### src/logic/vpu_pkg.sv
package vpu_pkg;

    localparam int ELEM_WIDTH     = 16;
    localparam int LANES          = 4;
    localparam int VEC_WIDTH      = LANES * ELEM_WIDTH;
    localparam int REG_ADDR_WIDTH = 5;
    localparam int MEM_ADDR_WIDTH = 12;
    localparam int PC_WIDTH       = 8;

    typedef enum logic [4:0] {
        OP_NOP   = 5'd0,
        OP_ALU   = 5'd1,
        OP_LOAD  = 5'd2,
        OP_STORE = 5'd3
    } opcode_e;

    // codes 6 and 7 give zero
    typedef enum logic [2:0] {
        ALU_ADD  = 3'd0,
        ALU_SUB  = 3'd1,
        ALU_AND  = 3'd2,
        ALU_OR   = 3'd3,
        ALU_XOR  = 3'd4,
        ALU_MINU = 3'd5
    } alu_funct_e;

    typedef struct packed {
        opcode_e                   opcode;
        logic [REG_ADDR_WIDTH-1:0] vd;
        logic [REG_ADDR_WIDTH-1:0] vs1;
        logic [REG_ADDR_WIDTH-1:0] vs2;
        alu_funct_e                funct;
        logic [8:0]                unused;
    } alu_fmt_t;

    typedef struct packed {
        opcode_e                   opcode;
        logic [REG_ADDR_WIDTH-1:0] vd;
        logic [REG_ADDR_WIDTH-1:0] vs;
        logic [MEM_ADDR_WIDTH-1:0] addr;
        logic [4:0]                unused;
    } mem_fmt_t;

    // opcode sits in bits 31:27 in both formats
    typedef union packed {
        alu_fmt_t alu;
        mem_fmt_t mem;
    } instr_word_u;

endpackage

### src/logic/vpu_ifs.sv
`timescale 1ns/1ps

// decoded instruction and operands, decode to execute
interface id_ex_if;
    vpu_pkg::opcode_e                         opcode;
    vpu_pkg::alu_funct_e                      funct;
    logic [vpu_pkg::REG_ADDR_WIDTH-1:0]       vd;
    logic [vpu_pkg::REG_ADDR_WIDTH-1:0]       vs1;
    logic [vpu_pkg::REG_ADDR_WIDTH-1:0]       vs2;
    logic [vpu_pkg::MEM_ADDR_WIDTH-1:0]       addr;
    logic [vpu_pkg::VEC_WIDTH-1:0]            op1;
    logic [vpu_pkg::VEC_WIDTH-1:0]            op2;
    logic                                     valid;

    modport producer (
        output opcode, funct, vd, vs1, vs2, addr, op1, op2, valid
    );

    modport consumer (
        input opcode, funct, vd, vs1, vs2, addr, op1, op2, valid
    );
endinterface


### src/logic/decode_stage.sv
`timescale 1ns/1ps

module decode_stage (
    input  logic                               clk,
    input  logic                               rst_n,
    input  logic                               advance,
    input  logic [31:0]                        instr,
    output logic [vpu_pkg::PC_WIDTH-1:0]       pc,
    output logic [vpu_pkg::REG_ADDR_WIDTH-1:0] rd_addr1,
    output logic [vpu_pkg::REG_ADDR_WIDTH-1:0] rd_addr2,
    input  logic [vpu_pkg::VEC_WIDTH-1:0]      rd_data1,
    input  logic [vpu_pkg::VEC_WIDTH-1:0]      rd_data2,
    id_ex_if.producer                          id_ex
);

    vpu_pkg::instr_word_u iw;
    vpu_pkg::opcode_e     opcode;

    assign iw     = instr;
    assign opcode = iw.alu.opcode;

    // register read addresses by format
    always_comb begin
        rd_addr1 = '0;
        rd_addr2 = '0;
        case (opcode)
            vpu_pkg::OP_ALU: begin
                rd_addr1 = iw.alu.vs1;
                rd_addr2 = iw.alu.vs2;
            end
            // store data comes through port 2
            vpu_pkg::OP_STORE: rd_addr2 = iw.mem.vs;
            default: ;
        endcase
    end

    // fetch counter
    always_ff @(posedge clk) begin
        if (!rst_n) begin
            pc <= '0;
        end else if (advance) begin
            pc <= pc + 1'b1;
        end
    end

    //============================================================
    // decode / execute register
    //============================================================

    always_ff @(posedge clk) begin
        if (!rst_n) begin
            id_ex.valid  <= 1'b0;
            id_ex.opcode <= vpu_pkg::OP_NOP;
        end else if (advance) begin
            id_ex.valid  <= (opcode != vpu_pkg::OP_NOP);
            id_ex.opcode <= opcode;
        end
    end

    always_ff @(posedge clk) begin
        if (advance) begin
            id_ex.funct <= iw.alu.funct;
            id_ex.vd    <= iw.alu.vd;
            id_ex.vs1   <= rd_addr1;
            id_ex.vs2   <= rd_addr2;
            id_ex.addr  <= iw.mem.addr;
            id_ex.op1   <= rd_data1;
            id_ex.op2   <= rd_data2;
        end
    end

endmodule

### src/flat_wrapper.sv
// flat-port wrapper written by rule: the top's interface ports become plain ports
module decode_stage_flat 
  (clk, rst_n, advance, instr, pc, rd_addr1, rd_addr2, rd_data1, rd_data2, id_ex_opcode, id_ex_funct, id_ex_vd, id_ex_vs1, id_ex_vs2, id_ex_addr, id_ex_op1, id_ex_op2, id_ex_valid);
  id_ex_if id_ex_i ();
  input  logic clk;
  input  logic rst_n;
  input  logic advance;
  input  logic [31:0] instr;
  output logic [vpu_pkg::PC_WIDTH-1:0] pc;
  output logic [vpu_pkg::REG_ADDR_WIDTH-1:0] rd_addr1;
  output logic [vpu_pkg::REG_ADDR_WIDTH-1:0] rd_addr2;
  input  logic [vpu_pkg::VEC_WIDTH-1:0] rd_data1;
  input  logic [vpu_pkg::VEC_WIDTH-1:0] rd_data2;
  output wire logic [$bits(id_ex_i.opcode)-1:0] id_ex_opcode;
  output wire logic [$bits(id_ex_i.funct)-1:0] id_ex_funct;
  output wire logic [$bits(id_ex_i.vd)-1:0] id_ex_vd;
  output wire logic [$bits(id_ex_i.vs1)-1:0] id_ex_vs1;
  output wire logic [$bits(id_ex_i.vs2)-1:0] id_ex_vs2;
  output wire logic [$bits(id_ex_i.addr)-1:0] id_ex_addr;
  output wire logic [$bits(id_ex_i.op1)-1:0] id_ex_op1;
  output wire logic [$bits(id_ex_i.op2)-1:0] id_ex_op2;
  output wire logic [$bits(id_ex_i.valid)-1:0] id_ex_valid;
  assign id_ex_opcode = id_ex_i.opcode;
  assign id_ex_funct = id_ex_i.funct;
  assign id_ex_vd = id_ex_i.vd;
  assign id_ex_vs1 = id_ex_i.vs1;
  assign id_ex_vs2 = id_ex_i.vs2;
  assign id_ex_addr = id_ex_i.addr;
  assign id_ex_op1 = id_ex_i.op1;
  assign id_ex_op2 = id_ex_i.op2;
  assign id_ex_valid = id_ex_i.valid;
  decode_stage u_core (.clk(clk), .rst_n(rst_n), .advance(advance), .instr(instr), .pc(pc), .rd_addr1(rd_addr1), .rd_addr2(rd_addr2), .rd_data1(rd_data1), .rd_data2(rd_data2), .id_ex(id_ex_i));
endmodule
### config.mk
export PLATFORM = sky130hd
export DESIGN_NAME = decode_stage_flat
export DESIGN_NICKNAME = d
export VERILOG_FILES = /design/src/logic/vpu_pkg.sv /design/src/logic/vpu_ifs.sv /design/src/logic/decode_stage.sv /design/src/flat_wrapper.sv
export SDC_FILE = /design/constraint.sdc
export NUM_CORES = 1
export LEC_CHECK = 0
export BUFFER_PORTS_ARGS = -buffer_cell sky130_fd_sc_hd__buf_4
export CORE_AREA = 5 5 130 132
export DETAILED_ROUTE_END_ITERATION = 16
export DIE_AREA = 0 0 135 137
export PLACE_DENSITY = 0.66
export SETUP_SLACK_MARGIN = 0.4
export SKIP_CTS_REPAIR_TIMING = 1
export SYNTH_ARGS = -nofsm -noshare
export SYNTH_HDL_FRONTEND = slang
export SYNTH_SLANG_ARGS = --single-unit
### constraint.sdc
create_clock -name clk -period 1.4 [get_ports clk]
set_clock_uncertainty 0.15 [all_clocks]
set_input_delay 0.07 -clock clk [delete_from_list [all_inputs] [get_ports clk]]
set_output_delay 0.07 -clock clk [all_outputs]
set_load 0.005 [all_outputs]
==> Word-level counts from Yosys, hierarchy flattened <==
Cells that the tools add are included.
{ "classes": {"addsub": 1, "n_eq_ne": 2, "n_mux": 2, "n_reduce_logical": 1} }
{ "ops": {"columns": ["cell", "count"], "rows": [
  ["5-bit case mux with 2 select lines", 1],
  ["8-bit by 1-bit adder with 8-bit output (second input constant)", 1],
  ["5-bit by 1-bit equality test with 1-bit output (second input constant)", 1],
  ["5-bit by 2-bit equality test with 1-bit output (second input constant)", 1],
  ["5-bit 2-to-1 mux", 1],
  ["5-bit nonzero test", 1]
]} }
{ "word_totals": {"reg_bits": 172, "in_bits": 163, "out_inout_bits": 182, "wordCells": 16} }

==> Depth between registers and ports, before layout <==
{ "logic_depth": {"ltp_word": 2, "mapped_depth": 4, "mapped_depth_nobuf": 4} }

==> Worst setup path after synthesis <==
No wires, ideal clock.
{ "synth_path": {"kind": "reg-to-reg", "start": "register u_core.pc[0] in the netlist's numbering", "end": "register u_core.pc[6] in the netlist's numbering", "setup_ns": 0.070, "t_arrival_ns": 1.110, "t_required_ns": 1.180, "setup_slack_ns": 0.070, "stages_incl_launch_ff": 5, "path_buffers": 0, "period_less_slack_ns": 1.330, "path_cell_list": "dfxtp_1 -> ha_1 -> nand3_1 -> or3_1 -> a21boi_1"} }
{ "synth_between": {"elab_chain_cells": 1} }
{ "synth_lines": {"columns": ["item", "line_no", "text"], "rows": [
  ["start: declaration", "decode_stage.sv:8", "output logic [vpu_pkg::PC_WIDTH-1:0] pc,"],
  ["start signal: assignment", "decode_stage.sv:42", "pc <= pc + 1'b1;"],
  ["8-bit by 1-bit adder with 8-bit output", "decode_stage.sv:42", null]
]} }
Every way passes these cells.
A chain may end at the register's enable or synchronous reset.

==> Worst setup path after layout <==
{ "layout_path": {"start": "input port instr[30]", "end": "output port rd_addr1[4] in the netlist's numbering"} }
{ "layout_between": {"elab_chain_cells": 2} }
{ "layout_lines": {"columns": ["item", "line_no", "text"], "rows": [
  ["start: declaration", "flat_wrapper.sv:8", "input logic [31:0] instr;"],
  ["5-bit by 1-bit equality test with 1-bit output", "decode_stage.sv:26", "case (opcode)"],
  ["5-bit 2-to-1 mux", "decode_stage.sv:26", null],
  ["end: declaration", "flat_wrapper.sv:10", "output logic [vpu_pkg::REG_ADDR_WIDTH-1:0] rd_addr1;"]
]} }
Every way passes these cells.

==> metrics <==
status=finished with violations; violated checks=hold timing, setup timing; H-tree depth=4; switching pwr=2.686 mW; Sequential Area=4965 sq um; multi-input logic area=484.2 sq um; met1 Usage GRT=17.51%; vias in the first global route=3,818; syn_area_per_cell=roughly 23 sq um; total power=12.51 mW; final hold violation count=11; Reg2Reg Capture Point=u_core.pc[5]; Pint=between 9 and 10 mW; Initial DRC Count=167; Min Hold Slack=-0.1617 ns; min-delay worst type=in -> reg; Cell Chain, Critical Path=buf_6, or4b_4, nor2_4, and2_4, buf_6; via/cell ratio=between 4 and 5; Startpoint Class=primary input; CTS tree=yes; Slew HR=68.11%; max-slew violations=0; crit-path max FO=5; Fmax=685.1 MHz; RSZ-0062 raised after global routing=yes; drt pass-1 iters=5; max_cap viols=0; initial core utilization=34.52%; Worst Setup SP=instr[30]; cell area after synthesis=5384 sq um; power share of the combinational group=14.6%; most used cell, CP=buf_6; worst path arrival time=1.24 ns; pin count of the biggest net entering global routing=92; Crit-path slowest cell=or4b_4; WL/cell=slightly below 20 um; CP top delay family=simple AND/OR/NAND/NOR gates; crit path to=rd_addr1[4]; fin crit share=104.3%; Pleak=around 4.7 nW; grt ovf=0; Crit path required time=1.18 ns; Period minus WS final=1.460 ns; synthesis-to-layout area growth=108.4%; Boundary Pins=345; total wire length=19.39 mm; GRT Overall Usage=between 15 and 20%; # rows=46; final setup margin=-0.05973 ns; die extent in y=around 140 um; Cell Area, Placed=8275 sq um; Most Used Layer, Global Route=met2; Worst Path Buf+Inv=2; Skew-Pair Late Insertion Delay=0.41 ns; layout cells sized above 1=54.68%; FF-to-FF Start=u_core.pc[0]; Crit path depth=5; Synthesis Warnings=0; post-route cell area=11,220 sq um; GR Util met2=28.27%; crit-path max cell delay=around 0.58 ns; CTS buffer count=17; DRC Markers=0; Buffers on Ports=around 340; Setup-failing EPs final=8; worst setup path class=in -> out; sequential-to-total area share from yosys stat=91.66%; HPWL Detailed=approximately 12 mm; CTS root buf=clkbuf_16; Netlist cell types=25; Gate Count Post-Synth=235; met3 global-route usage=under 10%; full die area=18,500 sq um; Clock Path Buffers=2; Synth Register Bits=169; core box area=15,600 sq um; Die X=135 um; Clock power frac=36.3%; via count=4,287; r2r setup slk=0.10 ns; Clock Pin Slew Worst Setup and Hold Paths=0.06 ns; endpoint type of the worst setup path=output port; maximum vdd drop=around 0.71 mV; Routed Antenna Nets=0; worst-margin pin slew=0.4784 ns; Setup WS pre-CTS=-0.09898 ns; layout filler cell count=917; power density cells=1115 nW/um^2; Sw Ratio=21.47%; sequential share of power=49.1%; # nets final=922; fin util=71.92%; Reg2Reg Depth=3; routability congestion estimate=0.7453; ANT cells=0; first-pass GRT wire length=21.73 mm; clock sinks=169; initial antenna violation count=0; post-synth net total=399
-- worst reg2reg max path: stages (launching register included) --
cell and delay (ns):
dfxtp_4 0.38, nand4_1 0.17, or3_1 0.39, a21boi_1 0.13
-- how the worst min path moves through the flow --
stage                 start                   end  slack [ns]  depth (start not counted)
3_3_place_gp   rd_data1[46]  u_core.id_ex.op1[46]         0.1                          1
3_5_place_dp    rd_data1[8]   u_core.id_ex.op1[8]         0.1                          1
2_1_floorplan      instr[5]  u_core.id_ex.addr[0]        0.02                          0
5_1_grt           instr[20]   u_core.id_ex.vs1[3]       -0.18                          2
4_1_cts        rd_data1[56]  u_core.id_ex.op1[56]       -0.34                          1
6_report          instr[20]   u_core.id_ex.vs1[3]       -0.16                          2
-- Yosys cell counts, drive strengths merged --
library cell	instances	share of area, %
ha	1	0.23
nor3	2	0.19
a21boi	2	0.28
xnor2	3	0.49
buf	6	0.70
a31oi	1	0.12
nand2b	1	0.12
nand4	2	0.23
inv	1	0.070
or4b	1	0.19
nand2	3	0.21
xor2	1	0.16
dfxtp	14	5.2
clkbuf	1	0.070
edfxtp	155	86
nor2	7	0.63
nor2b	6	0.70
nand3	2	0.19
and2	9	1.0
mux2i	12	2.2
o21ai	3	0.28
or3	2	0.23
-- sequential cells by signal, indices dropped and copies added, names as in the netlist --
register and count:
u_core.id_ex.addr 12, u_core.id_ex.op1 64, u_core.id_ex.op2 64, u_core.id_ex.opcode 5, u_core.id_ex.valid 1, u_core.id_ex.vd 5
u_core.id_ex.vs1 5, u_core.id_ex.vs2 5, u_core.pc 8
-- power groups by stage --
stage	registers, mW	logic (mW)	clock network (mW)
final	6.14	1.82	4.55
after global routing	6.18	1.93	4.88
after CTS	6.05	1.21	4.64
after detailed placement	6.16	1.21	0
after global placement	6.14	1.19	0
after floorplan	6.19	0.0752	0
-- metrics by stage --
step / hold slack, ns / setup TNS, ns / cells
global placement: 0.09856 / -0.4570 / 790
global route: -0.1796 / -0.5470 / 986
CTS: -0.3430 / -0.5069 / 821
floorplan: 0.01887 / 0 / 235
detailed placement: 0.09927 / -0.6964 / 790
finish: -0.1617 / -0.3118 / 986
-- final cells by class --
cell class              instances  area share (%)
flip-flops and latches        169           44.26
repair buffers                511           43.88
multi-input cells              58           4.316
clock buffers                  17           3.792
well taps                     216           2.409
clock inverters                14           1.316
inverters                       1         0.03346
-- placed cells by master (no fill, tap or decap), types with 2 or more instances in the layout --
| master | count |
|---|---|
| or3_1 | 2 |
| bufinv_16 | 2 |
| dlygate4sd3_1 | 151 |
| and2_1 | 4 |
| buf_4 | 176 |
| clkinv_4 | 4 |
| nand3_2 | 2 |
| dfxtp_2 | 9 |
| edfxtp_1 | 155 |
| nor2_2 | 2 |
| inv_6 | 3 |
| mux2i_1 | 12 |
| and2_4 | 5 |
| a21boi_1 | 2 |
| buf_12 | 2 |
| dfxtp_4 | 5 |
| clkinv_2 | 3 |
| buf_6 | 182 |
| nand4_1 | 2 |
| o21ai_1 | 2 |
| xnor2_1 | 3 |
| nor2_4 | 4 |
| clkbuf_16 | 17 |
| nand2_1 | 2 |
| nor2b_1 | 6 |
-- layer usage --
metal / vias to the layer above / share of wire [%]
met5: - / 0
met4: 0 / 3.0
met3: 41 / 7.8
met2: 238 / 56
met1: 2052 / 33
li1: 1956 / -
-- kinds of logic after synthesis --
family / synth area share [%]
AO/OA/AOI/OAI: 0.6739
AND/OR/NAND/NOR: 3.718
multiplexers: 2.231
buffers and inverters: 0.8364
flip-flops: 91.66
XOR/XNOR: 0.6508
adder cells (fa/ha/maj): 0.2324
No activity file was read; power rests on OpenSTA's default activity.
