==> src/logic/vpu_pkg.sv <==
package vpu_pkg;

    localparam int ELEM_WIDTH     = 16;
    localparam int LANES          = 4;
    localparam int VEC_WIDTH      = LANES * ELEM_WIDTH;
    localparam int REG_ADDR_WIDTH = 5;
    localparam int MEM_ADDR_WIDTH = 12;
    localparam int PC_WIDTH       = 8;

    typedef enum logic [4:0] {
        OP_NOP   = 5'd0,
        OP_ALU   = 5'd1,
        OP_LOAD  = 5'd2,
        OP_STORE = 5'd3
    } opcode_e;

    // codes 6 and 7 give zero
    typedef enum logic [2:0] {
        ALU_ADD  = 3'd0,
        ALU_SUB  = 3'd1,
        ALU_AND  = 3'd2,
        ALU_OR   = 3'd3,
        ALU_XOR  = 3'd4,
        ALU_MINU = 3'd5
    } alu_funct_e;

    typedef struct packed {
        opcode_e                   opcode;
        logic [REG_ADDR_WIDTH-1:0] vd;
        logic [REG_ADDR_WIDTH-1:0] vs1;
        logic [REG_ADDR_WIDTH-1:0] vs2;
        alu_funct_e                funct;
        logic [8:0]                unused;
    } alu_fmt_t;

    typedef struct packed {
        opcode_e                   opcode;
        logic [REG_ADDR_WIDTH-1:0] vd;
        logic [REG_ADDR_WIDTH-1:0] vs;
        logic [MEM_ADDR_WIDTH-1:0] addr;
        logic [4:0]                unused;
    } mem_fmt_t;

    // opcode sits in bits 31:27 in both formats
    typedef union packed {
        alu_fmt_t alu;
        mem_fmt_t mem;
    } instr_word_u;

endpackage

==> src/logic/vpu_ifs.sv <==
`timescale 1ns/1ps

// decoded instruction and operands, decode to execute
interface id_ex_if;
    vpu_pkg::opcode_e                         opcode;
    vpu_pkg::alu_funct_e                      funct;
    logic [vpu_pkg::REG_ADDR_WIDTH-1:0]       vd;
    logic [vpu_pkg::REG_ADDR_WIDTH-1:0]       vs1;
    logic [vpu_pkg::REG_ADDR_WIDTH-1:0]       vs2;
    logic [vpu_pkg::MEM_ADDR_WIDTH-1:0]       addr;
    logic [vpu_pkg::VEC_WIDTH-1:0]            op1;
    logic [vpu_pkg::VEC_WIDTH-1:0]            op2;
    logic                                     valid;

    modport producer (
        output opcode, funct, vd, vs1, vs2, addr, op1, op2, valid
    );

    modport consumer (
        input opcode, funct, vd, vs1, vs2, addr, op1, op2, valid
    );
endinterface

// register-writing result of one pipeline stage
interface stage_res_if;
    logic                               reg_we;
    logic [vpu_pkg::REG_ADDR_WIDTH-1:0] vd;
    logic [vpu_pkg::VEC_WIDTH-1:0]      data;

    modport producer (output reg_we, vd, data);
    modport consumer (input reg_we, vd, data);
    // forwarding and register file write
    modport observer (input reg_we, vd, data);
endinterface

==> src/logic/execute_stage.sv <==
`timescale 1ns/1ps

module execute_stage (
    input  logic                               clk,
    input  logic                               rst_n,
    input  logic                               advance,
    id_ex_if.consumer                          id_ex,
    stage_res_if.producer                      mem_res,
    stage_res_if.observer                      wb_res,
    input  logic [vpu_pkg::VEC_WIDTH-1:0]      mem_rdata,
    output logic [vpu_pkg::MEM_ADDR_WIDTH-1:0] mem_addr,
    output logic                               mem_ren,
    output logic                               mem_we,
    output logic [vpu_pkg::VEC_WIDTH-1:0]      mem_wdata
);

    localparam int EW = vpu_pkg::ELEM_WIDTH;

    logic [vpu_pkg::VEC_WIDTH-1:0]      op_a;
    logic [vpu_pkg::VEC_WIDTH-1:0]      op_b;
    logic [vpu_pkg::VEC_WIDTH-1:0]      alu_out;
    vpu_pkg::opcode_e                   mem_op;
    logic [vpu_pkg::REG_ADDR_WIDTH-1:0] mem_vd;
    logic [vpu_pkg::VEC_WIDTH-1:0]      mem_alu;
    logic                               mem_reg_we;
    logic [vpu_pkg::VEC_WIDTH-1:0]      mem_data;
    logic                               load_hold_vld;
    logic [vpu_pkg::VEC_WIDTH-1:0]      load_hold;

    //============================================================
    // operand forwarding
    //============================================================

    // memory stage first, then writeback, then the decode read
    always_comb begin
        op_a = id_ex.op1;
        if (mem_reg_we && mem_vd == id_ex.vs1) begin
            op_a = mem_data;
        end else if (wb_res.reg_we && wb_res.vd == id_ex.vs1) begin
            op_a = wb_res.data;
        end
        op_b = id_ex.op2;
        if (mem_reg_we && mem_vd == id_ex.vs2) begin
            op_b = mem_data;
        end else if (wb_res.reg_we && wb_res.vd == id_ex.vs2) begin
            op_b = wb_res.data;
        end
    end

    // lane ALU, all ops wrap per lane
    always_comb begin
        logic [EW-1:0] a;
        logic [EW-1:0] b;
        logic [EW-1:0] r;
        alu_out = '0;
        for (int i = 0; i < vpu_pkg::LANES; i++) begin
            a = op_a[i*EW +: EW];
            b = op_b[i*EW +: EW];
            case (id_ex.funct)
                vpu_pkg::ALU_ADD:  r = a + b;
                vpu_pkg::ALU_SUB:  r = a - b;
                vpu_pkg::ALU_AND:  r = a & b;
                vpu_pkg::ALU_OR:   r = a | b;
                vpu_pkg::ALU_XOR:  r = a ^ b;
                vpu_pkg::ALU_MINU: r = (a < b) ? a : b;
                default:           r = '0;
            endcase
            alu_out[i*EW +: EW] = r;
        end
    end

    // memory request, a store writes only on the advancing edge
    assign mem_addr  = id_ex.addr;
    assign mem_ren   = id_ex.valid && id_ex.opcode == vpu_pkg::OP_LOAD;
    assign mem_we    = id_ex.valid && id_ex.opcode == vpu_pkg::OP_STORE && advance;
    assign mem_wdata = op_b;

    //============================================================
    // execute / memory register
    //============================================================

    always_ff @(posedge clk) begin
        if (!rst_n) begin
            mem_op <= vpu_pkg::OP_NOP;
        end else if (advance) begin
            if (id_ex.valid) begin
                mem_op <= id_ex.opcode;
            end else begin
                mem_op <= vpu_pkg::OP_NOP;
            end
        end
    end

    always_ff @(posedge clk) begin
        if (advance) begin
            mem_vd  <= id_ex.vd;
            mem_alu <= alu_out;
        end
    end

    // keep load data while frozen, the next load may re-read the port
    always_ff @(posedge clk) begin
        if (!rst_n) begin
            load_hold_vld <= 1'b0;
        end else if (advance) begin
            load_hold_vld <= 1'b0;
        end else if (mem_op == vpu_pkg::OP_LOAD) begin
            load_hold_vld <= 1'b1;
        end
    end

    always_ff @(posedge clk) begin
        if (!advance && !load_hold_vld) begin
            load_hold <= mem_rdata;
        end
    end

    assign mem_reg_we = (mem_op == vpu_pkg::OP_ALU) || (mem_op == vpu_pkg::OP_LOAD);
    assign mem_data   = (mem_op != vpu_pkg::OP_LOAD) ? mem_alu :
                        load_hold_vld ? load_hold : mem_rdata;

    assign mem_res.reg_we = mem_reg_we;
    assign mem_res.vd     = mem_vd;
    assign mem_res.data   = mem_data;

endmodule

==> src/flat_wrapper.sv <==
// flat-port wrapper written by rule: the top's interface ports become plain ports
module execute_stage_flat 
  (clk, rst_n, advance, mem_rdata, mem_addr, mem_ren, mem_we, mem_wdata, id_ex_opcode, id_ex_funct, id_ex_vd, id_ex_vs1, id_ex_vs2, id_ex_addr, id_ex_op1, id_ex_op2, id_ex_valid, mem_res_reg_we, mem_res_vd, mem_res_data, wb_res_reg_we, wb_res_vd, wb_res_data);
  id_ex_if id_ex_i ();
  stage_res_if mem_res_i ();
  stage_res_if wb_res_i ();
  input  logic clk;
  input  logic rst_n;
  input  logic advance;
  input  logic [vpu_pkg::VEC_WIDTH-1:0] mem_rdata;
  output logic [vpu_pkg::MEM_ADDR_WIDTH-1:0] mem_addr;
  output logic mem_ren;
  output logic mem_we;
  output logic [vpu_pkg::VEC_WIDTH-1:0] mem_wdata;
  input wire logic [$bits(id_ex_i.opcode)-1:0] id_ex_opcode;
  input wire logic [$bits(id_ex_i.funct)-1:0] id_ex_funct;
  input wire logic [$bits(id_ex_i.vd)-1:0] id_ex_vd;
  input wire logic [$bits(id_ex_i.vs1)-1:0] id_ex_vs1;
  input wire logic [$bits(id_ex_i.vs2)-1:0] id_ex_vs2;
  input wire logic [$bits(id_ex_i.addr)-1:0] id_ex_addr;
  input wire logic [$bits(id_ex_i.op1)-1:0] id_ex_op1;
  input wire logic [$bits(id_ex_i.op2)-1:0] id_ex_op2;
  input wire logic [$bits(id_ex_i.valid)-1:0] id_ex_valid;
  output wire logic [$bits(mem_res_i.reg_we)-1:0] mem_res_reg_we;
  output wire logic [$bits(mem_res_i.vd)-1:0] mem_res_vd;
  output wire logic [$bits(mem_res_i.data)-1:0] mem_res_data;
  input wire logic [$bits(wb_res_i.reg_we)-1:0] wb_res_reg_we;
  input wire logic [$bits(wb_res_i.vd)-1:0] wb_res_vd;
  input wire logic [$bits(wb_res_i.data)-1:0] wb_res_data;
  assign id_ex_i.opcode = id_ex_opcode;
  assign id_ex_i.funct = id_ex_funct;
  assign id_ex_i.vd = id_ex_vd;
  assign id_ex_i.vs1 = id_ex_vs1;
  assign id_ex_i.vs2 = id_ex_vs2;
  assign id_ex_i.addr = id_ex_addr;
  assign id_ex_i.op1 = id_ex_op1;
  assign id_ex_i.op2 = id_ex_op2;
  assign id_ex_i.valid = id_ex_valid;
  assign mem_res_reg_we = mem_res_i.reg_we;
  assign mem_res_vd = mem_res_i.vd;
  assign mem_res_data = mem_res_i.data;
  assign wb_res_i.reg_we = wb_res_reg_we;
  assign wb_res_i.vd = wb_res_vd;
  assign wb_res_i.data = wb_res_data;
  execute_stage u_core (.clk(clk), .rst_n(rst_n), .advance(advance), .id_ex(id_ex_i), .mem_res(mem_res_i), .wb_res(wb_res_i), .mem_rdata(mem_rdata), .mem_addr(mem_addr), .mem_ren(mem_ren), .mem_we(mem_we), .mem_wdata(mem_wdata));
endmodule
==> config.mk <==
export PLATFORM = sky130hd
export DESIGN_NAME = execute_stage_flat
export DESIGN_NICKNAME = d
export VERILOG_FILES = /design/src/logic/vpu_pkg.sv /design/src/logic/vpu_ifs.sv /design/src/logic/execute_stage.sv /design/src/flat_wrapper.sv
export SDC_FILE = /design/constraint.sdc
export NUM_CORES = 1
export LEC_CHECK = 0
export ABC_AREA = 1
export BUFFER_PORTS_ARGS = -buffer_cell sky130_fd_sc_hd__buf_4
export CAP_MARGIN = 20
export CORE_UTILIZATION = 25
export DETAILED_ROUTE_END_ITERATION = 16
export HOLD_SLACK_MARGIN = 0.12
export PLACE_DENSITY_LB_ADDON = 0.12
export SLEW_MARGIN = 40
export SYNTH_ARGS = -nofsm -noshare
export SYNTH_HDL_FRONTEND = slang
export SYNTH_SLANG_ARGS = --single-unit
==> constraint.sdc <==
create_clock -name clk -period 10 [get_ports clk]
set_input_delay 0.5 -clock clk [delete_from_list [all_inputs] [get_ports clk]]
set_output_delay 0.5 -clock clk [all_outputs]
set_load 0.01 [all_outputs]
# Word level (Yosys, flattened, before mapping)
# Cells that the tools add are included.
# word_totals
register_bits	139
latchBits	0
ram_bits	0
mem_bits_ro	0
in_bits	301
out_inout_bits	148
elab_cells	72
mem_count	0
# classes
n_addsub	8
mul	0
div	0
n_lt_le_gt_ge	4
n_eq_ne	14
shift	0
muxes	15
bitwise_logic	13
reduce_logical	13
# ops
operator	n
64-bit two-way mux	6
16-bit one-hot mux with 6 select lines	4
16-bit adder	4
16-bit AND	4
16-bit less-than comparator	4
16-bit two-way mux	4
16-bit OR	4
16-bit subtractor	4
16-bit bitwise XOR	4
5-bit == test	4
5-bit by 2-bit == test with 1-bit output (second input constant)	3
1-bit logical AND	8
3-bit by 2-bit == test with 1-bit output (second input constant)	2
3-bit == test (second input constant)	2
5-bit by 1-bit == test with 1-bit output (second input constant)	1
5-bit two-way mux	1
5-bit by 2-bit != test with 1-bit output (second input constant)	1
3-bit by 1-bit == test with 1-bit output (second input constant)	1
3-bit zero test	1
1-bit zero test	2
2-bit OR reduction	1
1-bit logical OR	1
1-bit inverter	1

# Depth between registers and ports, before layout
# logic_depth
word_depth	7
depth_mapped	26
depth_no_buf	24

# Worst setup path after synthesis
# OpenSTA, ideal clock, no wires.
# synth_timing
path_kind	register to register
start	reg u_core.load_hold_vld
end	reg u_core.load_hold[0] in the netlist's numbering (enable)
setup_ns	0.487
arrival_ns	3.361
required_ns	9.513
setup_slack_ns	6.152
stages_incl_launch_ff	4
synth_period_minus_slack_ns	3.848
path_cell_list	dfxtp_1 -> buf_2 -> buf_1 -> nor2_1
# synth_between
elab_chain_cells	2
# synth_lines
item	line	text
from (decl)	execute_stage.sv:27	logic load_hold_vld;
from (signal assigned)	execute_stage.sv:104	load_hold_vld <= 1'b0;
from (signal assigned)	execute_stage.sv:106	load_hold_vld <= 1'b0;
from (signal assigned)	execute_stage.sv:108	load_hold_vld <= 1'b1;
1-bit zero test	execute_stage.sv:113	if (!advance && !load_hold_vld) begin
1-bit logical AND	execute_stage.sv:113	
to (signal assigned)	execute_stage.sv:114	load_hold <= mem_rdata;
to (decl)	execute_stage.sv:28	logic [vpu_pkg::VEC_WIDTH-1:0] load_hold;
# Every way passes these cells.
# A chain may end at the register's enable or synchronous reset.

# Final worst setup path
# layout_timing
start	reg u_core.mem_vd, in the netlist u_core.mem_res.vd[4]
end	reg u_core.mem_alu[32] in the netlist's numbering (data pin)
# layout_between
elab_chain_cells	6
# layout_lines
item	line	text
from (decl)	execute_stage.sv:23	logic [vpu_pkg::REG_ADDR_WIDTH-1:0] mem_vd;
from (signal assigned)	execute_stage.sv:96	mem_vd <= id_ex.vd;
5-bit == test, on equally long branches	execute_stage.sv:37, execute_stage.sv:43	
1-bit logical AND, on equally long branches	execute_stage.sv:37, execute_stage.sv:43	
64-bit two-way mux, on equally long branches	execute_stage.sv:37, execute_stage.sv:43	
16-bit less-than comparator	execute_stage.sv:65	vpu_pkg::ALU_MINU: r = (a < b) ? a : b;
16-bit two-way mux	execute_stage.sv:65	
16-bit one-hot mux with 6 select lines (*)	execute_stage.sv:59	case (id_ex.funct)
net u_core.alu_out, one bit	execute_stage.sv:21	logic [vpu_pkg::VEC_WIDTH-1:0] alu_out;
to (signal assigned)	execute_stage.sv:97	mem_alu <= alu_out;
to (decl)	execute_stage.sv:24	logic [vpu_pkg::VEC_WIDTH-1:0] mem_alu;
# Mark *: on every way through the listed nets, which the timed path passes. The rest lies on a longest branch.

==> reports/results.tsv <==
stage	metric	value	unit
worst_setup_path	kind of critical path	reg2reg	
worst_setup_path	Top cell by count, worst path	nand2_1	
synthesis	sequential-to-total area share from yosys stat	18.9	%
worst_setup_path	capturing element type of the critical path	flop	
synthesis	syn avg cell area	5.95	µm²
power_and_ir_drop	clock network fraction of total power	25.9	%
worst_setup_path	slowest cell on the critical path	inv_2	
final_layout	net count reported at finish	4471	
final_layout	Post-Layout Cell Count	5108	
power_and_ir_drop	Comb power frac	49.7	%
die	number of placement rows	107	
global_route	vias in the first global route	24900	
final_layout	final standard cell utilization of the core	30.8	%
synthesis	Synthesis Warnings	0	
cts	CTS tree	done	
run	number of maximum-capacitance violations	0	
power_and_ir_drop	Psw	1.36	mW
cts	# H-tree levels	4	
timing	Final Hold Viols	0	
power_and_ir_drop	Sw Share	46.1	%
synthesis	commonest cells in the synthesized netlist	nand2_1, inv_1, nand3_1	
synthesis	post-synthesis instance total	3664	
route	Detailed Route Iter0 Violations	1796	
timing	fmax	0.177	GHz
cts	CTS Buf Count	17	
cts	clk root buf	clkbuf_16	
synthesis	area of the mapped netlist	21800	µm²
worst_setup_path	Critical Path RT	10.25	ns
global_route	largest net degree at the start of global routing	83	
power_and_ir_drop	power per standard cell area	112	nW/µm²
cts	clock transition at the register clock pins on the worst setup and hold paths after CTS	0.08	ns
cts	quantity of gates resized following cts	0	
route	average wire per standard cell	23.0	µm
die	die width	297	µm
power_and_ir_drop	share of total power in sequential cells	24.4	%
route	number of DRC violations after detailed routing	0	
synthesis	syn_nets	4184	
die	number of top-level design ports	449	
place	pre-CTS setup slack	4.22	ns
final_layout	number of filler instances in the final layout	9683	
die	Die Ht	297	µm
cts	cts-stage hold buffer count	0	
global_route	wire length of the first global-routing pass	170000	µm
synthesis	Yosys top cell area share	20.7	%
power_and_ir_drop	Pint	1.59	mW
global_route	number of antenna violations at the first check in global routing	5	
power_and_ir_drop	cell leakage power	14.2	nW
worst_setup_path	launching element type of the critical path	flop	
global_route	grt ovf	0	
worst_setup_path	largest incremental delay on the critical path	0.73	ns
final_layout	layout cell share with drive strength beyond 1	14.5	%
synthesis	commonest register cell after synthesis	edfxtp_1	
outcome	status	completed	
die	core area	85800	µm²
place	routability-driven placement congestion ratio	0.948	
place	number of port buffers	424	
worst_setup_path	data arrival at the endpoint of the critical path	5.91	ns
synthesis	total of flip-flops plus latches after synthesis	139	
route	ANT nets after route	0	
place	hpwl dp	88200	µm
worst_setup_path	crit-path leading delay family	simple AND/OR/NAND/NOR gates	
timing	min setup slack post-route	4.34	ns
global_route	global router's overall resource usage	25.9	%
power_and_ir_drop	Design Power	2.96	mW
die	DIE AREA	88400	µm²
power_and_ir_drop	worst voltage drop across the vdd grid	0.121	mV
timing	Setup TNS	0	ns
cts	clock sinks	139	
final_layout	final standard cell area without fillers	26400	µm²
route	routed via count divided by cell count	4.99	
die	Starting Density	25.4	%
timing	number of slew-limit violations in the final report	0	
timing	worst slew margin relative to its limit	42.0	%
synthesis	leading post-synthesis cells by cell area	nand2_1, edfxtp_1, ha_1	
worst_setup_path	largest fanout on the critical path	30	
timing	Worst Skew	0.0194	ns
min_path	Hold Path Class	in2reg	
timing	final critical path time including I/O delays and setup	5.66	ns
synthesis	async set or reset register ratio after synthesis	0	%
route	routed vias	25500	
synthesis	Synth area leader	nand2_1	
worst_setup_path	Worst Path Buf+Inv	4	
cts	CTS Buffer Depth	2	
cts	insertion delay of the later-clocked pin in the worst-skew pair	0.51	ns
timing	post-route worst hold slack	0.172	ns
route	post-detailed-routing wire length	117000	µm
route	number of iterations in the first detailed-routing pass	7	
place	dpl cells	5075	
synthesis	most instantiated library cell after synthesis	nand2_1	
place	placed instance area	25800	µm²
cts	postcts setup bufs	0	
final_layout	Synth-to-Final Area Change	21.3	%
timing	RSZ-0062 raised after global routing	no	
synthesis	count of unique library cells instantiated by Yosys	56	
timing	number of endpoints failing setup at the final stage	0	
worst_setup_path	cell-by-cell trace of the critical path	xnor2_1 -> nand2_1 -> nor2_1 -> nand2_2 -> inv_2 -> buf_4 -> nand2_1 -> nand2_1 -> ha_1 -> fa_1 -> inv_1 -> nand2_1 -> nand2_1 -> nand2_1 -> nand2_1 -> nand2_1 -> nand2_2 -> inv_2 -> nand3_1 -> nand3_1 -> nand2_1	
worst_setup_path	FF-to-FF setup slack	4.34	ns
timing	fin crit share	56.6	%
timing	transition time at the pin with the least slew margin	0.864	ns
synthesis	number of enable-type register cells in the synthesized netlist	133	
==> area by class of cell <==
cell class                 instances  area, µm²  area share, %
timing repair buffer             453       3430           13.0
sequential                       139       4120           15.6
tap                             1144       1430           5.41
multi-input combinational       2764      14700           55.5
inverter                         576       2160           8.19
clock inverter                    14        194          0.734
antenna                            1       2.50        0.00947
clock buffer                      17        425           1.61
==> flip-flops by register name, indices dropped and copies added (netlist names) <==
register and count:
u_core.mem_op 5, u_core.load_hold_vld 1, u_core.load_hold 64, u_core.mem_res.vd 5, u_core.mem_alu 64
==> cell usage in the layout, fill, tap and decap left out, types with 31 or more instances in the layout <==
cell type	count
nand3_1	433
a21oi_1	148
nand2_1	1200
nor3_1	31
nand4_1	143
inv_1	557
o21ai_1	32
edfxtp_1	133
o22ai_1	40
nor2_1	258
ha_1	211
o21ai_0	62
buf_4	448
==> power groups by stage <==
stage	combinational, mW	sequential (mW)	clock (mW)
6_report	1.47	0.721	0.765
5_1_grt	1.61	0.726	0.793
4_1_cts	1.46	0.721	0.786
3_5_place_dp	1.45	0.733	0
3_3_place_gp	1.46	0.734	0
2_1_floorplan	0.871	0.728	0
==> metal layers <==
metal,vias to the layer above,GRT usage (%),share of wire [%]
met4,6,5.74,1.8
li1,12400,-,-
met3,101,4.50,6.2
met1,12100,35.4,47
met5,-,0,0.035
met2,913,42.4,45
==> path summary, 6_finish.rpt <==
check / endpoint / cells past startpoint / start
max: u_core.mem_alu[32]$_DFFE_PP_ / 21 / u_core.mem_res.vd[4]$_DFFE_PP_
min: u_core.load_hold[34]$_DFFE_PP_ / 1 / mem_rdata[34]
max reg2reg: u_core.mem_alu[32]$_DFFE_PP_ / 21 / u_core.mem_res.vd[4]$_DFFE_PP_
min reg2reg: u_core.mem_op[1]$_SDFFE_PN0P_ / 2 / u_core.mem_op[1]$_SDFFE_PN0P_
==> cells by family (layout without fill, tap and decap cells) <==
| group | count (synthesis) | after routing | share of synthesized area, % |
|---|---|---|---|
| adder cells (fa/ha/maj) | 219 | 219 | 12.8 |
| AND/OR/NAND/NOR | 2115 | 2115 | 41.6 |
| buffers and inverters | 761 | 1060 | 14.1 |
| flip-flops | 139 | 139 | 18.9 |
| XOR/XNOR | 26 | 26 | 1.04 |
| other | 0 | 1 | 0 |
| AO/OA/AOI/OAI | 402 | 402 | 11.4 |
| multiplexers | 2 | 2 | 0.0918 |
(Power assumes the default switching activity.)
