### src/logic/vpu_pkg.sv
package vpu_pkg;

    localparam int ELEM_WIDTH     = 16;
    localparam int LANES          = 4;
    localparam int VEC_WIDTH      = LANES * ELEM_WIDTH;
    localparam int REG_ADDR_WIDTH = 5;
    localparam int MEM_ADDR_WIDTH = 12;
    localparam int PC_WIDTH       = 8;

    typedef enum logic [4:0] {
        OP_NOP   = 5'd0,
        OP_ALU   = 5'd1,
        OP_LOAD  = 5'd2,
        OP_STORE = 5'd3
    } opcode_e;

    // codes 6 and 7 give zero
    typedef enum logic [2:0] {
        ALU_ADD  = 3'd0,
        ALU_SUB  = 3'd1,
        ALU_AND  = 3'd2,
        ALU_OR   = 3'd3,
        ALU_XOR  = 3'd4,
        ALU_MINU = 3'd5
    } alu_funct_e;

    typedef struct packed {
        opcode_e                   opcode;
        logic [REG_ADDR_WIDTH-1:0] vd;
        logic [REG_ADDR_WIDTH-1:0] vs1;
        logic [REG_ADDR_WIDTH-1:0] vs2;
        alu_funct_e                funct;
        logic [8:0]                unused;
    } alu_fmt_t;

    typedef struct packed {
        opcode_e                   opcode;
        logic [REG_ADDR_WIDTH-1:0] vd;
        logic [REG_ADDR_WIDTH-1:0] vs;
        logic [MEM_ADDR_WIDTH-1:0] addr;
        logic [4:0]                unused;
    } mem_fmt_t;

    // opcode sits in bits 31:27 in both formats
    typedef union packed {
        alu_fmt_t alu;
        mem_fmt_t mem;
    } instr_word_u;

endpackage

### src/logic/vpu_ifs.sv


// register-writing result of one pipeline stage
interface stage_res_if;
    logic                               reg_we;
    logic [vpu_pkg::REG_ADDR_WIDTH-1:0] vd;
    logic [vpu_pkg::VEC_WIDTH-1:0]      data;

    modport producer (output reg_we, vd, data);
    modport consumer (input reg_we, vd, data);
    // forwarding and register file write
    modport observer (input reg_we, vd, data);
endinterface

### src/logic/writeback_stage.sv
`timescale 1ns/1ps

module writeback_stage #(
    parameter int RESULT_CREDITS = 4
) (
    input  logic                               clk,
    input  logic                               rst_n,
    input  logic                               en,
    input  logic                               credit_return,
    stage_res_if.consumer                      mem_res,
    stage_res_if.producer                      wb_res,
    output logic                               advance,
    output logic                               wr_en,
    output logic                               data_out_vld,
    output logic [vpu_pkg::VEC_WIDTH-1:0]      data_out,
    output logic [vpu_pkg::REG_ADDR_WIDTH-1:0] reg_wb
);

    localparam int CW = $clog2(RESULT_CREDITS + 1);

    logic                               wb_reg_we;
    logic [vpu_pkg::REG_ADDR_WIDTH-1:0] wb_vd;
    logic [vpu_pkg::VEC_WIDTH-1:0]      wb_data;
    logic [CW-1:0]                      credit_cnt;
    logic                               fire;

    // a waiting result with no credit freezes everything
    assign fire    = en && wb_reg_we && credit_cnt != '0;
    assign advance = en && !(wb_reg_we && credit_cnt == '0);

    always_ff @(posedge clk) begin
        if (!rst_n) begin
            wb_reg_we <= 1'b0;
        end else if (advance) begin
            wb_reg_we <= mem_res.reg_we;
        end
    end

    always_ff @(posedge clk) begin
        if (advance) begin
            wb_vd   <= mem_res.vd;
            wb_data <= mem_res.data;
        end
    end

    //============================================================
    // result credits
    //============================================================

    always_ff @(posedge clk) begin
        if (!rst_n) begin
            credit_cnt <= CW'(RESULT_CREDITS);
        end else if (fire && !credit_return) begin
            credit_cnt <= credit_cnt - 1'b1;
        end else if (!fire && credit_return && credit_cnt != CW'(RESULT_CREDITS)) begin
            credit_cnt <= credit_cnt + 1'b1;
        end
    end

    assign wr_en        = fire;
    assign data_out_vld = fire;
    assign data_out     = wb_data;
    assign reg_wb       = wb_vd;

    assign wb_res.reg_we = wb_reg_we;
    assign wb_res.vd     = wb_vd;
    assign wb_res.data   = wb_data;

endmodule

### src/flat_wrapper.sv
// flat-port wrapper written by rule: the top's interface ports become plain ports
module writeback_stage_flat 
#(
    parameter int RESULT_CREDITS = 4
)
  (clk, rst_n, en, credit_return, advance, wr_en, data_out_vld, data_out, reg_wb, mem_res_reg_we, mem_res_vd, mem_res_data, wb_res_reg_we, wb_res_vd, wb_res_data);
  stage_res_if mem_res_i ();
  stage_res_if wb_res_i ();
  input  logic clk;
  input  logic rst_n;
  input  logic en;
  input  logic credit_return;
  output logic advance;
  output logic wr_en;
  output logic data_out_vld;
  output logic [vpu_pkg::VEC_WIDTH-1:0] data_out;
  output logic [vpu_pkg::REG_ADDR_WIDTH-1:0] reg_wb;
  input wire logic [$bits(mem_res_i.reg_we)-1:0] mem_res_reg_we;
  input wire logic [$bits(mem_res_i.vd)-1:0] mem_res_vd;
  input wire logic [$bits(mem_res_i.data)-1:0] mem_res_data;
  output wire logic [$bits(wb_res_i.reg_we)-1:0] wb_res_reg_we;
  output wire logic [$bits(wb_res_i.vd)-1:0] wb_res_vd;
  output wire logic [$bits(wb_res_i.data)-1:0] wb_res_data;
  assign mem_res_i.reg_we = mem_res_reg_we;
  assign mem_res_i.vd = mem_res_vd;
  assign mem_res_i.data = mem_res_data;
  assign wb_res_reg_we = wb_res_i.reg_we;
  assign wb_res_vd = wb_res_i.vd;
  assign wb_res_data = wb_res_i.data;
  writeback_stage #(.RESULT_CREDITS(RESULT_CREDITS)) u_core (.clk(clk), .rst_n(rst_n), .en(en), .credit_return(credit_return), .mem_res(mem_res_i), .wb_res(wb_res_i), .advance(advance), .wr_en(wr_en), .data_out_vld(data_out_vld), .data_out(data_out), .reg_wb(reg_wb));
endmodule
### config.mk
export PLATFORM = sky130hd
export DESIGN_NAME = writeback_stage_flat
export DESIGN_NICKNAME = d
export VERILOG_FILES = /design/src/logic/vpu_pkg.sv /design/src/logic/vpu_ifs.sv /design/src/logic/writeback_stage.sv /design/src/flat_wrapper.sv
export SDC_FILE = /design/constraint.sdc
export NUM_CORES = 1
export LEC_CHECK = 0
export ABC_AREA = 1
export BUFFER_PORTS_ARGS = -buffer_cell sky130_fd_sc_hd__buf_4
export CORE_ASPECT_RATIO = 0.75
export CORE_MARGIN = 2
export CORE_UTILIZATION = 36
export DETAILED_ROUTE_END_ITERATION = 7
export HOLD_SLACK_MARGIN = 0.02
export PLACE_DENSITY = 0.76
export SYNTH_ARGS = -nofsm -noshare
export SYNTH_HDL_FRONTEND = slang
export SYNTH_SLANG_ARGS = --single-unit
### constraint.sdc
create_clock -name clk -period 2.25 [get_ports clk]
set_input_delay 0.225 -clock clk [delete_from_list [all_inputs] [get_ports clk]]
set_output_delay 0.225 -clock clk [all_outputs]
set_load 0.005 [all_outputs]
# Yosys cells after proc, flatten, opt, wreduce, memory -nomap -nowiden
# Index checks and enable logic that the tools add are counted.
[totals] output_inout_bits=142 word_cells=22 in_bits=74 reg_bits=73
[op_classes] n_eq_ne=1 muxes=2 reduce_logical=13 add_sub_neg=2
[op_table] operator="logical AND 1 bit" n=7
[op_table] operator="2-to-1 mux 3 bit" n=2
[op_table] operator="adder 3 x 1 -> 3 bit (second input constant)" n=1
[op_table] operator="logical NOT 1 bit" n=3
[op_table] operator="logical NOT 3 bit" n=1
[op_table] operator="inequality test 3 bit (second input constant)" n=1
[op_table] operator="nonzero test 3 bit" n=1
[op_table] operator="subtractor 3 x 1 -> 3 bit (second input constant)" n=1
[op_table] operator="nonzero test 2 bit" n=1

# Logic depth before layout (Yosys ltp)
# Gate-level depths: netlist (run 1).
[logic_depth] ltp_word=7 mapped_depth=9 depth_no_buf=9

# Worst setup path after synthesis (run 1)
# OpenSTA, ideal clock, no wires.
[synth_path] path_kind="register to register" startpoint="register u_core.credit_cnt[0]" endpoint="register u_core.wb_data (netlist bit u_core.data_out[0]) (enable)" stages_incl_launch_ff=5 setup_ns=0.425 required_ns=1.825 path_slack_ns=-0.136 path_buffers=0 period_less_slack_ns=2.386 t_arrival_ns=1.961 cell_sequence="dfxtp_1 nor2_2 nand2_2 o21ai_1 inv_1"
[synth_via] elab_chain_cells=4
[synth_rtl] element="start: declaration" line_no="writeback_stage.sv:24" source="logic [CW-1:0] credit_cnt;"
[synth_rtl] element="start signal: assignment" line_no="writeback_stage.sv:52" source="credit_cnt <= CW'(RESULT_CREDITS);"
[synth_rtl] element="start signal: assignment" line_no="writeback_stage.sv:54" source="credit_cnt <= credit_cnt - 1'b1;"
[synth_rtl] element="start signal: assignment" line_no="writeback_stage.sv:56" source="credit_cnt <= credit_cnt + 1'b1;"
[synth_rtl] element="logical NOT 3 bit" line_no="writeback_stage.sv:29" source="assign advance = en && !(wb_reg_we && credit_cnt == '0);"
[synth_rtl] element="logical AND 1 bit" line_no="writeback_stage.sv:29"
[synth_rtl] element="logical NOT 1 bit" line_no="writeback_stage.sv:29"
[synth_rtl] element="logical AND 1 bit" line_no="writeback_stage.sv:29"
[synth_rtl] element="named net advance" line_no="flat_wrapper.sv:13" source="output logic advance;"
[synth_rtl] element="end signal: assignment" line_no="writeback_stage.sv:42" source="wb_data <= mem_res.data;"
[synth_rtl] element="end: declaration" line_no="writeback_stage.sv:23" source="logic [vpu_pkg::VEC_WIDTH-1:0] wb_data;"
# The timed path passes the listed nets, and every way through them passes these cells.
# A chain may end at the register's enable or synchronous reset.

# Final worst setup path (run 1)
[layout_path] startpoint="register u_core.credit_cnt[0]" endpoint="output port advance"
[layout_via] elab_chain_cells=4
[layout_rtl] element="logical NOT 3 bit" line_no="writeback_stage.sv:29"
[layout_rtl] element="logical AND 1 bit" line_no="writeback_stage.sv:29"
[layout_rtl] element="logical NOT 1 bit" line_no="writeback_stage.sv:29"
[layout_rtl] element="logical AND 1 bit" line_no="writeback_stage.sv:29"
[layout_rtl] element="end: declaration" line_no="flat_wrapper.sv:13"
# No other way between the ends.

==> results of run 1 <==
## routing by layer
metal	share of wire (%)	routed length, um	vias up	track usage, %
met5	0	0	-	0
met2	53	3660	109	25.7
met1	35	2400	882	15.6
met4	1.6	107	0	6.62
met3	11	724	9	6.90
li1	-	-	865	-
## stage by stage
stage,utilization (%),hold WS (ns),std cells
3_3_place_gp,52.6,0.403,433
5_1_grt,55.0,0.0210,449
4_1_cts,55.0,0.0261,449
6_report,55.0,0.0549,449
3_5_place_dp,52.6,0.404,433
2_1_floorplan,-,0.309,181
## report_power, final
group | switching (mW) | total (mW) | internal [mW]
Sequential | 0.0514 | 1.64 | 1.58
Clock | 0.429 | 0.969 | 0.540
Combinational | 0.158 | 0.426 | 0.268
## cells by family after synthesis
logic type	Yosys count	share of synthesized area, %
AOI/OAI and AO/OA	4	0.698
adders and majority gates	1	0.698
buffers and inverters	80	19.6
DFF	73	75.0
and+or+nand+nor	23	3.93
## synthesized netlist by cell type
| cell type | number | area share (%) |
|---|---|---|
| nor2_1 | 5 | 0.65 |
| nand2_1 | 7 | 0.92 |
| nand3_2 | 1 | 0.35 |
| dfxtp_1 | 4 | 2.8 |
| o21ai_1 | 3 | 0.52 |
| nand2_2 | 4 | 0.87 |
| nor2_2 | 1 | 0.22 |
| fa_1 | 1 | 0.70 |
| edfxtp_1 | 69 | 72 |
| inv_1 | 10 | 1.3 |
| buf_4 | 70 | 18 |
| a21oi_1 | 1 | 0.17 |
| nand4_1 | 1 | 0.22 |
| nand3_1 | 4 | 0.70 |
## worst reg2reg max path, cell delays in order (launching register included)
cell        delay (ns)
dfxtp_1           0.34
nor2_2            0.15
nand2_2           0.10
o21ai_1           0.27
clkinvlp_4        0.14
buf_4             0.30
## cell type report
| cell class | count | area [sq um] |
|---|---|---|
| clock inverter | 3 | 41.3 |
| inverter | 10 | 41.3 |
| multi-input combinational | 28 | 153 |
| tap | 105 | 131 |
| sequential | 73 | 2150 |
| timing repair buffer | 217 | 1630 |
| fill | 640 | 3520 |
| clock buffer | 13 | 149 |
## worst paths after layout
kind | end | cells past startpoint
setup / recovery | advance | 6
hold / removal | u_core.data_out[45]$_DFFE_PP_ | 1
setup reg to reg | u_core.data_out[6]$_DFFE_PP_ | 5
hold reg to reg | u_core.credit_cnt[2]$_SDFFE_PN1P_ | 2
## registers in the layout (all words and copies together), names as in the netlist
register	count
u_core.credit_cnt	3
u_core.data_out	64
u_core.reg_wb	5
u_core.wb_res.reg_we	1
==> impl_metrics.yaml, run 1 <==
layout:
  nets: 414
  design_area_sq_mm: 0.00430
  drive_gt1_share_pct: 68.6
  final_cell_mix: "buf_4 (217), edfxtp_1 (69), clkbuf_8 (10), inv_1 (9), nand2_1 (7)"
  area_growth_pct: 49.8
  layout_commonest_cell: "buf_4"
  diodes: 0
clocking:
  htreeDepth: 3
  post_cts_resized: 0
  path_clk_slew_ns: 0.07
  worstSkewPairLatency_ns: 0.34
  cts.path.max_buffers: 2
  cts_sinks: 73
  cts_buffers: 9
  clock-root-buffer: "clkbuf_8"
  post_cts_buffers: 0
  cts_tree: "yes"
  holdBufCountCts: 0
worst_hold_path:
  worst_hold_path_type: "primary input to flip-flop"
  worstHoldStart: "mem_res_data[45]"
die:
  chipHeight_um: 81.3
  rows: 28
  dieArea_sq_mm: 0.00870
  dieWidth_um: 107
  initial_core_util_pct: 36.7
  core_area_sq_mm: 0.00781
  ioPinCount: 216
timing:
  slew_violations: 0
  finalWorstSetupSlack_ns: 0.159
  final.setup_skew_ns: 0.00728
  fin_setup_tns_ns: 0
  tightest_slew_ns: 0.520
  period_needed_ns: 2.09
  rsz0062_at_grt: "false"
  hold_viol_final: 0
  finalCritPeriodShare_pct: 92.9
  setup_violations: 0
  timing.slew.headroom_pct: 65.4
  max_freq_mhz: 478
drt:
  dr.pass1.iters: 4
  drc_errors: 0
  antenna_left: 0
  finalWirelength_um: 6890
  vias: 1865
  drt_iter0_markers: 46
  viasPerCell: 4.15
  wl_per_cell_um: 15.3
setup_path:
  worst_path_max_delay_cell: "dfxtp_1"
  cpMostUsedCell: "buf_4"
  r2r-start: "u_core.credit_cnt[0]$_SDFFE_PN0P_"
  critPathRequiredTime_ns: 2.03
  end_kind: "output port"
  path_cells: "nor2_2, nand2_2, o21ai_1, clkinvlp_4, buf_4, buf_4"
  crit_start: "u_core.credit_cnt[0]$_SDFFE_PN0P_"
  cp.buffers_inverters: 3
  path_max_fanout: 41
  crit_family: "buffers and inverters"
  worstPathArrival_ns: 1.87
  r2r_setup_slack_ns: 0.63
  critPathLaunchType: "flip-flop"
  path_class: "flip-flop to output port"
  critPathMaxStageDelay_ns: 0.34
placement:
  port_buffers: 215
  post-dp-hpwl_um: 5510
  dpl_cell_area_sq_mm: 0.00411
  place_congestion: 0.715
  dp_worst_setup_slack_ns: 0.513
flow_run:
  drv_cap: 0
pwr:
  power.density_mw_per_mm2: 705
  p_leak_nw: 1.96
  worst_ir_drop_vdd_mv: 0.396
  power_mw: 3.03
synthesis:
  synth_seq_area_share_pct: 75.0
  syn_area_per_cell_sq_um: 15.8
  yosysWarnings: 0
  syn-cell-area_sq_mm: 0.00287
  ys_seq_elements: 73
  ys_types: 14
  syn_inst: 181
  syn-num-nets: 256
global_route:
  overflow: 0
  grtUsageTotal_pct: 14.8
  antenna_found_initial: 0
  grt_max_degree: 42
  grt_pass1_wl_um: 9180
  grt_pass1_vias: 1748
run_status:
  status: "complete, no violations"
No activity file was read; power rests on OpenSTA's default activity.
==> inputs of run 2 (changes only) <==
CORE_UTILIZATION = 37   (was 36)
CTS_BUF_LIST = sky130_fd_sc_hd__clkbuf_4 sky130_fd_sc_hd__clkbuf_8   (was default)
PLACE_DENSITY = 0.78   (was 0.76)
==> run 2 against run 1 <==
Effect of this change: fmax grew 0.22%; count of clock-buffer cells in the layout fell by 3; clock skew is 0.0021 ns higher; via count up 1.6%; worst hold slack improved by 0.0018 ns.
==> impl_metrics.yaml, run 2 (synthesized netlist as in run 1, its figures left out) <==
run_status:
  status: "complete, no violations"
layout:
  nets: 414
  layout_commonest_cell: "buf_4"
  fin_util_pct: 58.0
  drive_gt1_share_pct: 69.7
  diodes: 0
  final_cell_mix: "buf_4 (217), edfxtp_1 (69), inv_1 (9), clkbuf_8 (9), nand2_1 (7)"
  area_growth_pct: 50.4
  largest_reg_flops: 64
worst_hold_path:
  worst_hold_path_type: "primary input to flip-flop"
  whs_endpoint: "u_core.data_out[25]$_DFFE_PP_"
  min_delay_path_depth: 1
  worstHoldStart: "mem_res_data[25]"
die:
  core_area_sq_mm: 0.00743
  ioPinCount: 216
  chipHeight_um: 80.2
  initial_core_util_pct: 38.6
  rows: 27
  dieWidth_um: 106
  dieArea_sq_mm: 0.00848
drt:
  drt_iter0_markers: 76
  drc_errors: 0
  wl_met1_um: 2440
  antenna_left: 0
  wl_per_cell_um: 15.4
  vias: 1894
  viasPerCell: 4.27
  route.met3.wl_um: 756
  route.top_layer_used: "met4"
  routed-wl-met2_um: 3590
  dr.pass1.iters: 4
  finalWirelength_um: 6850
setup_path:
  crit_family: "buffers and inverters"
  cpMostUsedCell: "buf_4"
  r2r_end: "u_core.data_out[13]$_DFFE_PP_"
  critPathMaxStageDelay_ns: 0.35
  worstPathArrival_ns: 1.86
  critPathRequiredTime_ns: 2.03
  r2r_setup_slack_ns: 0.63
  path_class: "flip-flop to output port"
  worst_path_max_delay_cell: "dfxtp_1"
  end_kind: "output port"
  cp.buffers_inverters: 3
  r2r-start: "u_core.credit_cnt[0]$_SDFFE_PN0P_"
  rr_worst_depth: 5
  path_max_fanout: 38
  path_cells: "nor2_2, nand2_2, o21ai_1, clkinvlp_4, buf_4, buf_4"
  critPathLaunchType: "flip-flop"
timing:
  period_needed_ns: 2.09
  fin_setup_tns_ns: 0
  rsz0062_at_grt: "false"
  final.setup_skew_ns: 0.00936
  max_freq_mhz: 479
  setup_violations: 0
  timing.slew.headroom_pct: 68.3
  tightest_slew_ns: 0.475
  slew_violations: 0
  hold_viol_final: 0
  finalCritPeriodShare_pct: 92.7
  whs_ns: 0.0567
clocking:
  cts_sinks: 73
  cts_tree: "yes"
  post_cts_resized: 0
  worstSkewPairLatency_ns: 0.34
  post_cts_buffers: 0
  cts.path.max_buffers: 2
  htreeDepth: 3
  path_clk_slew_ns: 0.08
  clock-root-buffer: "clkbuf_8"
  cts_buffers: 9
  holdBufCountCts: 0
placement:
  place_congestion: 0.734
  port_buffers: 215
  post-dp-hpwl_um: 5330
flow_run:
  drv_cap: 0
global_route:
  grtUsageTotal_pct: 15.3
  overflow: 0
  antenna_found_initial: 0
  grt_pass1_wl_um: 9420
  grt_pass1_vias: 1809
  grt_max_degree: 39
pwr:
  power.density_mw_per_mm2: 732
  p_leak_nw: 1.98
  worst_ir_drop_vdd_mv: 0.438
## run 2: changes by cell type in the layout (fill, tap and decap cells not counted), sizes merged
cell,delta
bufinv,+1
clkbuf,-3
clkinv,+1
## run 2: layout make-up
| cell class | instances | area, sq um |
|---|---|---|
| Clock inverter | 5 | 81.3 |
| Sequential cell | 73 | 2150 |
| Tap cell | 101 | 126 |
| Inverter | 10 | 41.3 |
| Fill cell | 585 | 3120 |
| Timing Repair Buffer | 217 | 1630 |
| Multi-Input combinational cell | 28 | 153 |
| Clock buffer | 10 | 131 |
## run 2: how the worst max path moves through the flow
stage | start | to | slack (ns) | depth (start not counted)
6_report | u_core.credit_cnt[0]$_SDFFE_PN0P_ | advance | 0.16 | 6
5_1_grt | u_core.credit_cnt[0]$_SDFFE_PN0P_ | advance | 0.04 | 6
4_1_cts | u_core.credit_cnt[0]$_SDFFE_PN0P_ | advance | 0.14 | 6
3_5_place_dp | u_core.credit_cnt[0]$_SDFFE_PN0P_ | advance | 0.53 | 6
3_3_place_gp | u_core.credit_cnt[0]$_SDFFE_PN0P_ | advance | 0.58 | 6
2_1_floorplan | u_core.credit_cnt[0]$_SDFFE_PN0P_ | u_core.data_out[0]$_DFFE_PP_ | 0.003 | 4
## run 2: where the power goes
group / internal, mW / switching, mW
logic: 0.268 / 0.158
registers: 1.58 / 0.0516
clock network: 0.630 / 0.466
total: 2.48 / 0.676
## run 2: worst reg2reg max path: cells and delay by family, from the launching register on
family          cells  cell delay [ns]
compound gates      1             0.27
buf+inv             2             0.44
flops               1             0.35
simple gates        2             0.26
## run 2: layer usage
metal / vias to the layer above / GRT usage (%)
li1: 864 / -
met1: 900 / 16.2
met2: 124 / 27.0
met3: 6 / 7.39
met4: 0 / 5.13
met5: - / 0
## run 2: stage by stage
step | setup WS (ns) | instance area (sq um) | total power, mW | cells
after floorplan | 0.00287 | 2870 | 1.84 | 181
after global placement | 0.579 | 4100 | 2.08 | 429
after detailed placement | 0.534 | 4100 | 2.10 | 429
after CTS | 0.142 | 4310 | 3.20 | 444
after global routing | 0.0365 | 4310 | 3.30 | 444
final | 0.164 | 4310 | 3.16 | 444
==> inputs of run 3 (changes only) <==
BUFFER_PORTS_ARGS = default   (was -buffer_cell sky130_fd_sc_hd__buf_4)
CORE_UTILIZATION = 45   (was 37)
DONT_BUFFER_PORTS = 1   (was default)
PLACE_DENSITY = default   (was 0.78)
clock period = 2.3 ns   (was 2.25 ns; I/O delays follow)
==> run 3 against run 2 <==
Effect of this change: register-to-register slack worse by 0.04 ns; wire length fell by 17%; global-route usage increased by 0.73 points; total power is 14% lower; sequential power about the same; via count fell by 27%; die area shrank 17%; critical endpoint unchanged; largest power group unchanged.
==> impl_metrics.yaml, run 3 (synthesized netlist as in run 1, its figures left out) <==
clocking:
  cts.path.max_buffers: 2
  clock-root-buffer: "clkbuf_8"
  post_cts_resized: 0
  holdBufCountCts: 71
  post_cts_buffers: 0
  path_clk_slew_ns: 0.07
  htreeDepth: 3
  cts_sinks: 73
  cts_tree: "yes"
  worstSkewPairLatency_ns: 0.33
  cts_buffers: 9
pwr:
  power_mw: 2.73
  pwr-share-seq_pct: 60.0
  worst_ir_drop_vdd_mv: 0.389
  p_int_mw: 2.15
  sw_frac_of_total_pct: 21.2
  clockPowerShare_pct: 33.1
  comb_power_share_pct: 6.9
  p_leak_nw: 1.22
  p_switching_uw: 579
  power.density_mw_per_mm2: 815
drt:
  drt_iter0_markers: 46
  vias: 1381
  viasPerCell: 4.95
  finalWirelength_um: 5690
  antenna_left: 0
  dr.pass1.iters: 4
  drc_errors: 0
  wl_per_cell_um: 20.4
die:
  initial_core_util_pct: 46.1
  chipHeight_um: 73.1
  rows: 25
  ioPinCount: 216
  dieWidth_um: 96.2
  core_area_sq_mm: 0.00622
  dieArea_sq_mm: 0.00703
setup_path:
  critPathMaxStageDelay_ns: 0.36
  path_max_fanout: 44
  path_cells: "nor2_2, nand2_2, o21ai_1, clkinvlp_4, buf_4"
  critPathRequiredTime_ns: 2.07
  path_class: "flip-flop to output port"
  critPathLaunchType: "flip-flop"
  worstPathArrival_ns: 1.73
  end_kind: "output port"
  worst_path_max_delay_cell: "dfxtp_1"
layout:
  nFillCells: 507
  design_area_sq_mm: 0.00335
  area_growth_pct: 16.8
  layout_commonest_cell: "dlygate4sd3_1"
  nets: 270
  diodes: 0
  largest_reg_flops: 64
  fin_util_pct: 53.8
  final_cell_mix: "dlygate4sd3_1 (71), edfxtp_1 (69), inv_1 (9), clkbuf_8 (9), nand2_1 (7)"
  drive_gt1_share_pct: 11.1
global_route:
  grt_max_degree: 45
  grtUsageTotal_pct: 16.0
  use_met3_pct: 10.5
  overflow: 0
  met2_usage_pct: 26.1
  grt_pass1_vias: 1486
  antenna_found_initial: 0
  grt-busiest-layer: "met2"
  met1_usage_pct: 15.8
  grt_pass1_wl_um: 7880
timing:
  rsz0062_at_grt: "false"
  slew_violations: 0
  period_needed_ns: 1.96
  max_freq_mhz: 511
  final.setup_skew_ns: 0.00420
  fin_setup_tns_ns: 0
  timing.slew.headroom_pct: 64.4
  finalCritPeriodShare_pct: 85.0
  setup_violations: 0
  hold_viol_final: 0
  tightest_slew_ns: 0.534
  finalWorstSetupSlack_ns: 0.344
placement:
  dp_worst_setup_slack_ns: 0.641
  post-dp-hpwl_um: 3930
  dpl_cell_area_sq_mm: 0.00246
  place_congestion: 0.782
  port_buffers: 0
flow_run:
  drv_cap: 0
worst_hold_path:
  worst_hold_path_type: "primary input to flip-flop"
run_status:
  status: "complete, no violations"
## run 3: layout make-up
class                      count  area, sq um  area share (%)
tap                           81          101            3.02
clock inverter                 4         46.3            1.38
clock buffer                  10          131            3.92
sequential                    73         2150            64.2
multi-input combinational     28          153            4.56
inverter                      10         41.3            1.23
timing repair buffer          73          726            21.7
## run 3: routing by layer
layer  part of all wire (%)  up-vias
li1                       -      576
met1                     32      638
met2                     51      153
met3                     15       14
met4                    2.4        0
met5                      0        -
## run 3: worst paths after layout
check | startpoint | slack (ns) | cells after the start | to
hold reg to reg | u_core.credit_cnt[1]$_SDFFE_PN0P_ | 0.56 | 2 | u_core.credit_cnt[1]$_SDFFE_PN0P_
hold / removal | rst_n | 0.05 | 2 | u_core.credit_cnt[0]$_SDFFE_PN0P_
setup reg to reg | u_core.credit_cnt[1]$_SDFFE_PN0P_ | 0.59 | 5 | u_core.data_out[17]$_DFFE_PP_
setup / recovery | u_core.credit_cnt[1]$_SDFFE_PN0P_ | 0.34 | 5 | advance
## run 3: power groups by stage
stage,registers [mW],logic [mW],clock network (mW)
finish,1.64,0.190,0.904
global route,1.65,0.212,0.994
CTS,1.64,0.186,0.928
detailed placement,1.67,0.0886,0
global placement,1.66,0.0794,0
floorplan,1.63,0.174,0
## run 3: through the flow
stage / std cells / hold slack [ns]
floorplan: 181 / 0.314
global placement: 194 / 0.321
detailed placement: 194 / 0.329
CTS: 279 / 0.0226
global route: 279 / 0.0414
finish: 279 / 0.0486
## run 3: worst max-delay path: cells and delay by family, from the launching register on
family | cells | cell delay, ns
buffers and inverters | 2 | 0.45
and+or+nand+nor | 2 | 0.27
AOI/OAI and AO/OA | 1 | 0.30
DFF | 1 | 0.36
